$ cat config.mk
export PLATFORM = sky130hd
export DESIGN_NAME = psgWaveSys
export DESIGN_NICKNAME = d
export VERILOG_FILES = /design/src/rtl/psgBusPkg.sv /design/src/rtl/psgVoicePkg.sv /design/src/rtl/psgBusArb.sv /design/src/rtl/psgWaveVoice.sv /design/src/rtl/psgSampleMem.sv /design/src/rtl/psgRegs.sv /design/src/rtl/psgMixer.sv /design/src/rtl/psgWaveSys.sv
export SDC_FILE = /design/constraint.sdc
export NUM_CORES = 2
export LEC_CHECK = 0
export BUFFER_PORTS_ARGS = -buffer_cell sky130_fd_sc_hd__buf_2
export CORE_ASPECT_RATIO = 0.9
export CORE_MARGIN = 4
export CORE_UTILIZATION = 55
export CTS_CLUSTER_DIAMETER = 80
export DETAILED_ROUTE_END_ITERATION = 10
export PLACE_DENSITY = 0.75
export SLEW_MARGIN = 10
export SYNTH_ARGS = -nofsm -noshare
export SYNTH_HDL_FRONTEND = slang
export SYNTH_SLANG_ARGS = --single-unit
$ cat constraint.sdc
create_clock -name clk -period 18.95 [get_ports clk]
set_input_delay 2.8425 -clock clk [delete_from_list [all_inputs] [get_ports clk]]
set_output_delay 2.8425 -clock clk [all_outputs]
set_load 0.01 [all_outputs]
$ cat src/rtl/psgBusPkg.sv
package psgBusPkg;

	// ========================================
	// shared sample memory
	// ========================================
	localparam int SAMPLE_ADDR_W = 8;
	localparam int SAMPLE_W = 8;

	typedef logic [SAMPLE_ADDR_W-1:0] sampleAddrT;
	typedef logic signed [SAMPLE_W-1:0] sampleT;

	// requesters on the memory bus, grant index width follows
	localparam int MAX_VOICES = 8;
	localparam int VOICE_IDX_W = $clog2(MAX_VOICES);

	// ========================================
	// host write port
	// ========================================
	localparam int HOST_ADDR_W = 10;
	localparam int HOST_DATA_W = 16;

	typedef logic [HOST_ADDR_W-1:0] hostAddrT;
	typedef logic [HOST_DATA_W-1:0] hostDataT;

	// top address bit: 0 = sample memory, 1 = voice registers
	localparam int HOST_REG_SEL = HOST_ADDR_W - 1;
	// voice number sits above the two register offset bits
	localparam int HOST_VOICE_LSB = 2;

endpackage

$ cat src/rtl/psgVoicePkg.sv
package psgVoicePkg;

	// phase accumulator, upper bits form the table index
	localparam int FREQ_W = 16;
	localparam int PHASE_W = 24;

	typedef logic [FREQ_W-1:0] freqT;
	typedef logic [PHASE_W-1:0] phaseT;
	typedef logic [3:0] volumeT;
	// wave length is 2 << lenLog2 samples
	typedef logic [2:0] lenLog2T;

	// ========================================
	// mixer output range
	// ========================================
	localparam int MIX_W = 10;
	typedef logic signed [MIX_W-1:0] mixT;
	localparam int MIX_MAX = 2 ** (MIX_W - 1) - 1;
	localparam int MIX_MIN = -(2 ** (MIX_W - 1));
	// product of sample and volume is brought back to sample scale
	localparam int VOL_SHIFT = 4;

	// register offsets inside one voice window
	localparam logic [1:0] REG_FREQ = 2'd0;
	localparam logic [1:0] REG_BASE = 2'd1;
	localparam logic [1:0] REG_CTRL = 2'd2;

	// control word fields
	localparam int CTRL_GATE = 0;
	localparam int CTRL_VOL_LSB = 4;
	localparam int CTRL_LEN_LSB = 8;

endpackage

$ cat src/rtl/psgBusArb.sv
module psgBusArb import psgBusPkg::*; #(
	parameter int numVoices = 8
) (
	input logic clk,
	input logic rst,
	input logic ce,
	input logic ack,
	input logic [numVoices-1:0] req,
	output logic [numVoices-1:0] sel,
	output logic [VOICE_IDX_W-1:0] seln
);

	logic [numVoices-1:0] winSel;
	logic [VOICE_IDX_W-1:0] winIdx;
	logic anyReq;

	// ========================================
	// fixed priority, voice 0 wins
	// ========================================
	always_comb begin
		winSel = '0;
		winIdx = '0;
		anyReq = 1'b0;
		for (int i = 0; i < numVoices; i++) begin
			if (req[i] && !anyReq) begin
				winSel[i] = 1'b1;
				winIdx = VOICE_IDX_W'(i);
				anyReq = 1'b1;
			end
		end
	end

	// re-arbitrate only on an enabled cycle with the bus done or idle
	always_ff @(posedge clk) begin
		if (rst) begin
			sel <= '0;
			seln <= '0;
		end
		else if (ce && ack && anyReq) begin
			sel <= winSel;
			seln <= winIdx;
		end
		// otherwise the last owner keeps the bus
	end

endmodule

$ cat src/rtl/psgWaveVoice.sv
module psgWaveVoice import psgBusPkg::*, psgVoicePkg::*; (
	input logic clk,
	input logic rst,
	input logic ce,
	input freqT freq,
	input sampleAddrT base,
	input lenLog2T lenLog2,
	input logic gate,
	input logic grant,
	input logic ack,
	input sampleT memData,
	output logic fetchReq,
	output sampleAddrT fetchAddr,
	output sampleT sample
);

	phaseT phase;
	phaseT nextPhase;
	sampleAddrT curIdx;
	sampleAddrT nextIdx;
	logic [SAMPLE_ADDR_W:0] lenSpan;
	sampleAddrT lenMask;
	logic gateQ;
	logic gateRise;
	logic idxStep;
	logic served;

	// ========================================
	// phase and table address
	// ========================================
	assign nextPhase = phase + phaseT'(freq);
	assign curIdx = phase[PHASE_W-1 -: SAMPLE_ADDR_W];
	assign nextIdx = nextPhase[PHASE_W-1 -: SAMPLE_ADDR_W];

	// 2 to 256 samples, table index wraps inside the wave
	assign lenSpan = (SAMPLE_ADDR_W + 1)'(2) << lenLog2;
	assign lenMask = sampleAddrT'(lenSpan - 1'b1);
	assign fetchAddr = base + (curIdx & lenMask);

	// ========================================
	// fetch request
	// ========================================
	assign gateRise = gate && !gateQ;
	assign idxStep = ce && gate && (nextIdx != curIdx);
	// data is ours only while we still ask for it
	assign served = grant && ack && fetchReq;

	always_ff @(posedge clk) begin
		if (rst) begin
			phase <= '0;
			gateQ <= 1'b0;
			fetchReq <= 1'b0;
			sample <= '0;
		end
		else begin
			gateQ <= gate;
			if (!gate) begin
				// voice silent, restart from the first entry on next gate
				phase <= '0;
				fetchReq <= 1'b0;
				sample <= '0;
			end
			else begin
				if (ce)
					phase <= nextPhase;
				if (served)
					sample <= memData;
				// a new step wins over completion, the request then picks up
				// the latest address and older steps are skipped
				if (gateRise || idxStep)
					fetchReq <= 1'b1;
				else if (served)
					fetchReq <= 1'b0;
			end
		end
	end

endmodule

$ cat src/rtl/psgSampleMem.sv
module psgSampleMem import psgBusPkg::*; #(
	parameter int numVoices = 8
) (
	input logic clk,
	input logic rst,
	input logic we,
	input sampleAddrT wrAddr,
	input sampleT wrData,
	input sampleAddrT [numVoices-1:0] rdAddr,
	input logic [numVoices-1:0] req,
	input logic [VOICE_IDX_W-1:0] seln,
	output sampleT rdData,
	output logic ack
);

	sampleT mem [2**SAMPLE_ADDR_W];

	logic reqSel;
	sampleAddrT addrSel;
	logic readNow;
	// read data valid, ack pulse
	logic pulse;
	// one quiet cycle after each pulse
	logic recover;

	assign reqSel = req[seln];
	assign addrSel = rdAddr[seln];

	// one read per grant; the recover cycle lets the requester drop its level
	// before a second read could start
	assign readNow = reqSel && !pulse && !recover;

	// high on completion, or when the owner has nothing to ask for
	assign ack = pulse || !reqSel;

	// ========================================
	// storage
	// ========================================
	always_ff @(posedge clk) begin
		if (we)
			mem[wrAddr] <= wrData;
		if (readNow)
			rdData <= mem[addrSel];
	end

	always_ff @(posedge clk) begin
		if (rst) begin
			pulse <= 1'b0;
			recover <= 1'b0;
		end
		else begin
			pulse <= readNow;
			recover <= pulse;
		end
	end

endmodule

$ cat src/rtl/psgRegs.sv
module psgRegs import psgBusPkg::*, psgVoicePkg::*; #(
	parameter int numVoices = 8
) (
	input logic clk,
	input logic rst,
	input logic we,
	input hostAddrT addr,
	input hostDataT data,
	output freqT [numVoices-1:0] freq,
	output sampleAddrT [numVoices-1:0] base,
	output lenLog2T [numVoices-1:0] lenLog2,
	output volumeT [numVoices-1:0] vol,
	output logic [numVoices-1:0] gate
);

	logic regWe;
	logic [VOICE_IDX_W-1:0] voiceSel;
	logic [1:0] regSel;

	// ========================================
	// address decode
	// ========================================
	assign regWe = we && addr[HOST_REG_SEL];
	assign voiceSel = addr[HOST_VOICE_LSB +: VOICE_IDX_W];
	assign regSel = addr[HOST_VOICE_LSB-1:0];

	// voices past numVoices have no slot, so writes there fall through
	always_ff @(posedge clk) begin
		if (rst) begin
			freq <= '0;
			base <= '0;
			lenLog2 <= '0;
			vol <= '0;
			gate <= '0;
		end
		else if (regWe) begin
			for (int i = 0; i < numVoices; i++) begin
				if (voiceSel == VOICE_IDX_W'(i)) begin
					case (regSel)
						REG_FREQ: begin
							freq[i] <= freqT'(data);
						end
						REG_BASE: begin
							base[i] <= data[SAMPLE_ADDR_W-1:0];
						end
						REG_CTRL: begin
							gate[i] <= data[CTRL_GATE];
							vol[i] <= data[CTRL_VOL_LSB +: $bits(volumeT)];
							lenLog2[i] <= data[CTRL_LEN_LSB +: $bits(lenLog2T)];
						end
						// offset 3 is unused
						default: begin
						end
					endcase
				end
			end
		end
	end

endmodule

$ cat src/rtl/psgMixer.sv
module psgMixer import psgBusPkg::*, psgVoicePkg::*; #(
	parameter int numVoices = 8
) (
	input logic clk,
	input logic rst,
	input sampleT [numVoices-1:0] sample,
	input volumeT [numVoices-1:0] vol,
	output mixT mixOut
);

	localparam int prodW = SAMPLE_W + $bits(volumeT) + 1;
	// headroom for MAX_VOICES full-scale voices
	localparam int sumW = prodW + VOICE_IDX_W;

	logic signed [prodW-1:0] prod [numVoices];
	logic signed [sumW-1:0] sum;

	// ========================================
	// scale and sum
	// ========================================
	always_comb begin
		sum = '0;
		for (int i = 0; i < numVoices; i++) begin
			// volume is unsigned, zero-extend before the signed multiply
			prod[i] = sample[i] * $signed({1'b0, vol[i]});
			sum = sum + (prod[i] >>> VOL_SHIFT);
		end
	end

	// clamp to the output range
	always_ff @(posedge clk) begin
		if (rst)
			mixOut <= '0;
		else if (sum > MIX_MAX)
			mixOut <= mixT'(MIX_MAX);
		else if (sum < MIX_MIN)
			mixOut <= mixT'(MIX_MIN);
		else
			mixOut <= mixT'(sum);
	end

endmodule

$ cat src/rtl/psgWaveSys.sv
module psgWaveSys import psgBusPkg::*, psgVoicePkg::*; #(
	parameter int numVoices = 8
) (
	input logic clk,
	input logic rst,
	input logic ce,
	input logic hostWe,
	input hostAddrT hostAddr,
	input hostDataT hostData,
	output mixT mixOut,
	output logic [numVoices-1:0] busGrant,
	output logic [VOICE_IDX_W-1:0] busOwner
);

	freqT [numVoices-1:0] voiceFreq;
	sampleAddrT [numVoices-1:0] voiceBase;
	lenLog2T [numVoices-1:0] voiceLen;
	volumeT [numVoices-1:0] voiceVol;
	logic [numVoices-1:0] voiceGate;

	logic [numVoices-1:0] fetchReq;
	sampleAddrT [numVoices-1:0] fetchAddr;
	sampleT [numVoices-1:0] voiceSample;

	sampleT memData;
	logic memAck;

	// ========================================
	// host side
	// ========================================
	psgRegs #(
		.numVoices(numVoices)
	) psgRegs_i (
		.clk(clk),
		.rst(rst),
		.we(hostWe),
		.addr(hostAddr),
		.data(hostData),
		.freq(voiceFreq),
		.base(voiceBase),
		.lenLog2(voiceLen),
		.vol(voiceVol),
		.gate(voiceGate)
	);

	// ========================================
	// voices and the shared memory bus
	// ========================================
	for (genvar v = 0; v < numVoices; v++) begin : voiceGen
		psgWaveVoice psgWaveVoice_i (
			.clk(clk),
			.rst(rst),
			.ce(ce),
			.freq(voiceFreq[v]),
			.base(voiceBase[v]),
			.lenLog2(voiceLen[v]),
			.gate(voiceGate[v]),
			.grant(busGrant[v]),
			.ack(memAck),
			.memData(memData),
			.fetchReq(fetchReq[v]),
			.fetchAddr(fetchAddr[v]),
			.sample(voiceSample[v])
		);
	end

	psgBusArb #(
		.numVoices(numVoices)
	) psgBusArb_i (
		.clk(clk),
		.rst(rst),
		.ce(ce),
		.ack(memAck),
		.req(fetchReq),
		.sel(busGrant),
		.seln(busOwner)
	);

	// low half of the host map loads samples
	psgSampleMem #(
		.numVoices(numVoices)
	) psgSampleMem_i (
		.clk(clk),
		.rst(rst),
		.we(hostWe && !hostAddr[HOST_REG_SEL]),
		.wrAddr(hostAddr[SAMPLE_ADDR_W-1:0]),
		.wrData(sampleT'(hostData[SAMPLE_W-1:0])),
		.rdAddr(fetchAddr),
		.req(fetchReq),
		.seln(busOwner),
		.rdData(memData),
		.ack(memAck)
	);

	psgMixer #(
		.numVoices(numVoices)
	) psgMixer_i (
		.clk(clk),
		.rst(rst),
		.sample(voiceSample),
		.vol(voiceVol),
		.mixOut(mixOut)
	);

endmodule

==> flow_summary_export.csv <==
group,metric,value,unit
run_status,status,"complete, no violations",
sta,period_needed,9376,ps
setup_path,critPathTopFamily,"adder cells",
sta,setup_viol,0,
place,dp_hpwl,173900,µm
setup_path,endpoint_kind,"flip-flop",
setup_path,crit_arrival,10200,ps
cts,post-cts-setup-buffers,0,
yosys,syn_avg_cell_area,13.37,µm²
yosys,ys_ff_latch,2607,
die,die_h,459.0,µm
power_and_ir_drop,ir_drop,0.09246,mV
die,start_util,55.33,%
cts,root_buffer,"clkbuf_16",
drt,drc_errors,0,
cells_and_area,drive_gt1_share,6.468,%
power_and_ir_drop,p_per_area,85.34,nW/µm²
setup_path,required,19770,ps
cts,numCtsBuffers,281,
worst_hold_path,holdPathEnd,"voiceGen[1].psgWaveVoice_i.fetchReq",
yosys,ys_seq_area_share,58.56,%
cts,cts_sinks,2607,
yosys,ys.flop_type,"edfxtp_1",
drt,routedWlPerCell,22.75,µm
yosys,synth_common_cells,"2110 x mux2i_1, 2056 x edfxtp_1, 687 x nor2_1, 551 x dfxtp_1, 523 x nand2_1",
global_route,grt_first_pass_wirelength,432700,µm
setup_path,slowest_stage,"a2111oi_1",
die,die_area,233600,µm²
yosys,yosysTopAreaCellShare,49.68,%
drt,via_per_inst,5.880,
die,ioPinCount,51,
place,dp_slack,9713,ps
cts,htree_levels,5,
sta,setup-tns-final,0,ps
yosys,synth_area_leaders,"edfxtp_1 50%, mux2i_1 17%, dfxtp_1 8.9%, ha_1 3.8%, fa_1 3.2%",
die,rows,165,
drt,drt_pre_antenna_iters,8,
sta,finalClockSkew,67.88,ps
drt,drt-initial-drc-count,6363,
sta,max_slew_margin,10.57,%
setup_path,critical_path_peak_fanout,9,
cts,cts_tree,"done",
worst_hold_path,hold_depth,1,
setup_path,r2r_cells,37,
setup_path,cp-start-kind,"flip-flop",
cells_and_area,fin_nets,9904,
cts,cts_hold_buffers,0,
global_route,grt_max_degree,148,
global_route,grt_overflow_total,0,
yosys,synth_top_cell_by_area,"edfxtp_1",
setup_path,cp_num_buf_inv,5,
yosys,synth_most_common_cell,"mux2i_1",
yosys,synth_nets,9903,
cts,clkTransAtPathRegs,60,ps
sta,rsz0062_at_grt,"false",
die,core_area,224600,µm²
yosys,yosys_warnings,0,
cells_and_area,final_util,60.38,%
drt,ant_nets,0,
setup_path,critPathKind,"flip-flop to flip-flop",
drt,num_vias,73430,
sta,worst_slack,9574,ps
global_route,antenna_found_initial,8,
yosys,async_flop_share,0,%
yosys,syn_area,124300,µm²
setup_path,r2r_start,"psgRegs_i.vol[2]",
run,maxCapViolCount,0,
setup_path,regToRegSetupSlack,9570,ps
global_route,grt_usage,23.98,%
yosys,netlist_instances,9293,
sta,slew_viol_final,0,
cts,insertion_delay,930,ps
setup_path,cpMostUsedCell,"a21oi_1",
die,dieWidth,509.1,µm
power_and_ir_drop,p_leak,55.42,nW
cts,clock_path_buffers,4,
sta,worst_slew_pin_slew,1308,ps
yosys,synth_edf_count,2056,
sta,hold_violations,0,
place,io_buffers,49,
worst_hold_path,min_path_type,"flip-flop to flip-flop",
cells_and_area,syn_to_final_growth,9.133,%
global_route,grt_pass1_vias,73330,
sta,timing.final.crit_share,49.48,%
yosys,synth_cell_types,79,
setup_path,r2r-end,"psgMixer_i.mixOut[1]",
sta,hold-worst-slack,417.6,ps
sta,max_freq,106.7,MHz
worst_hold_path,worstHoldStart,"voiceGen[1].psgWaveVoice_i.gateQ",
place,gp_congestion,0.8591,
power_and_ir_drop,total_power,11.57,mW
setup_path,slowest_delay,560,ps
drt,wirelength,284100,µm
cells_and_area,fillers,17050,
cts,cts-resized-gates,0,
[worst reg2reg max path, delay by kind of cell (launching register included)]
kind	cells	cell delay [ps]
AOI/OAI and AO/OA	14	3090
adders and majority gates	10	3770
and+or+nand+nor	5	1080
buffers and inverters	5	270
DFF	1	470
xor gates and xnor gates	3	590
[logic make-up after synthesis]
logic type | count (synthesis) | share of synthesized area, %
AO/OA/AOI/OAI | 893 | 4.482
multiplexers | 2161 | 17.83
AND/OR/NAND/NOR | 1930 | 7.163
buffers and inverters | 867 | 3.135
adder cells (fa/ha/maj) | 580 | 7.036
XOR/XNOR | 255 | 1.797
flip-flops | 2607 | 58.56
[per-stage QoR]
step           cells  cell area [µm²]
6_report       12490           135600
5_1_grt        12490           135600
4_1_cts        12480           135600
3_5_place_dp   12020           127100
3_3_place_gp   12020           127100
2_1_floorplan   9293           124300
[metal layers]
metal / vias up / share of wire (%) / GRT usage [%]
met4: 0 / 3.0 / 7.148
li1: 33860 / - / -
met5: - / 0 / 0
met3: 519 / 6.9 / 3.531
met1: 36680 / 43 / 33.77
met2: 2374 / 47 / 38.83
[power by group]
group | total [mW] | internal (mW) | switching, mW
Sequential | 6.17 | 6.17 | 0.00367
Clock | 5.17 | 3.01 | 2.16
Combinational | 0.235 | 0.0452 | 0.190
Total | 11.6 | 9.23 | 2.35
[state kept, by name, summed over array words and instances, names as in the netlist]
signal,flops
psgRegs_i.vol,32
psgRegs_i.freq,128
psgSampleMem_i.rdData,8
psgSampleMem_i.pulse,1
psgBusArb_i.sel,8
psgRegs_i.lenLog2,24
psgRegs_i.base,64
voiceGen.psgWaveVoice_i.sample,64
voiceGen.psgWaveVoice_i.phase,192
psgMixer_i.mixOut,10
psgSampleMem_i.recover,1
voiceGen.psgWaveVoice_i.gateQ,8
psgRegs_i.gate,8
psgSampleMem_i.mem,2048
voiceGen.psgWaveVoice_i.fetchReq,8
psgBusArb_i.seln,3
[worst max-delay path by stage]
| stage | from | end | slack, ps | cells after the start |
|---|---|---|---|---|
| 3_3_place_gp | psgRegs_i.vol[2] | psgMixer_i.mixOut[0] | 9840 | 37 |
| 2_1_floorplan | psgRegs_i.vol[3] | psgMixer_i.mixOut[0] | 10670 | 37 |
| 6_report | psgRegs_i.vol[2] | psgMixer_i.mixOut[1] | 9570 | 37 |
| 3_5_place_dp | psgRegs_i.vol[2] | psgMixer_i.mixOut[1] | 9710 | 37 |
| 4_1_cts | psgRegs_i.vol[2] | psgMixer_i.mixOut[1] | 9610 | 37 |
| 5_1_grt | psgRegs_i.vol[2] | psgMixer_i.mixOut[0] | 8690 | 37 |
[cell usage in the layout (no fill, tap or decap), types with 13 or more instances in the layout]
| cell type | netlist | layout |
|---|---|---|
| mux2i_1 | 2110 | 2108 |
| dfxtp_1 | 551 | 551 |
| and2_1 | 202 | 202 |
| o21a_1 | 39 | 39 |
| buf_4 | 47 | 97 |
| o21bai_1 | 22 | 22 |
| clkbuf_16 | 0 | 289 |
| buf_2 | 162 | 39 |
| a21o_1 | 69 | 69 |
| ha_1 | 382 | 382 |
| fa_1 | 198 | 198 |
| edfxtp_1 | 2056 | 2056 |
| xor2_1 | 76 | 76 |
| a21boi_0 | 13 | 13 |
| clkinv_1 | 2 | 39 |
| nor2b_1 | 95 | 95 |
| bufinv_16 | 0 | 15 |
| clkinv_2 | 0 | 43 |
| mux4_2 | 40 | 40 |
| a211o_1 | 22 | 22 |
| nand2b_1 | 34 | 34 |
| inv_1 | 430 | 429 |
| nor3_1 | 75 | 67 |
| a31oi_1 | 14 | 14 |
| nand2_1 | 523 | 523 |
| xnor2_1 | 179 | 179 |
| nand4_1 | 26 | 26 |
| nor2_1 | 687 | 684 |
| or3_1 | 43 | 43 |
| clkbuf_1 | 178 | 58 |
| o21ai_0 | 119 | 119 |
| a211oi_1 | 62 | 62 |
| a21oi_1 | 403 | 403 |
| o211ai_1 | 15 | 15 |
| nand3_1 | 133 | 130 |
| and3_1 | 43 | 43 |
[cell type report]
class	count	area, µm²	area share [%]
clock inverters	112	943.4	0.6956
well taps	3006	3761	2.773
flip-flops and latches	2607	72770	53.66
multi-input cells	5819	47750	35.21
diodes	3	7.507	0.005535
repair buffers	153	1210	0.8921
inverters	432	1622	1.196
clock buffers	355	7560	5.574
Note: power is estimated with default switching activity, not from simulation.
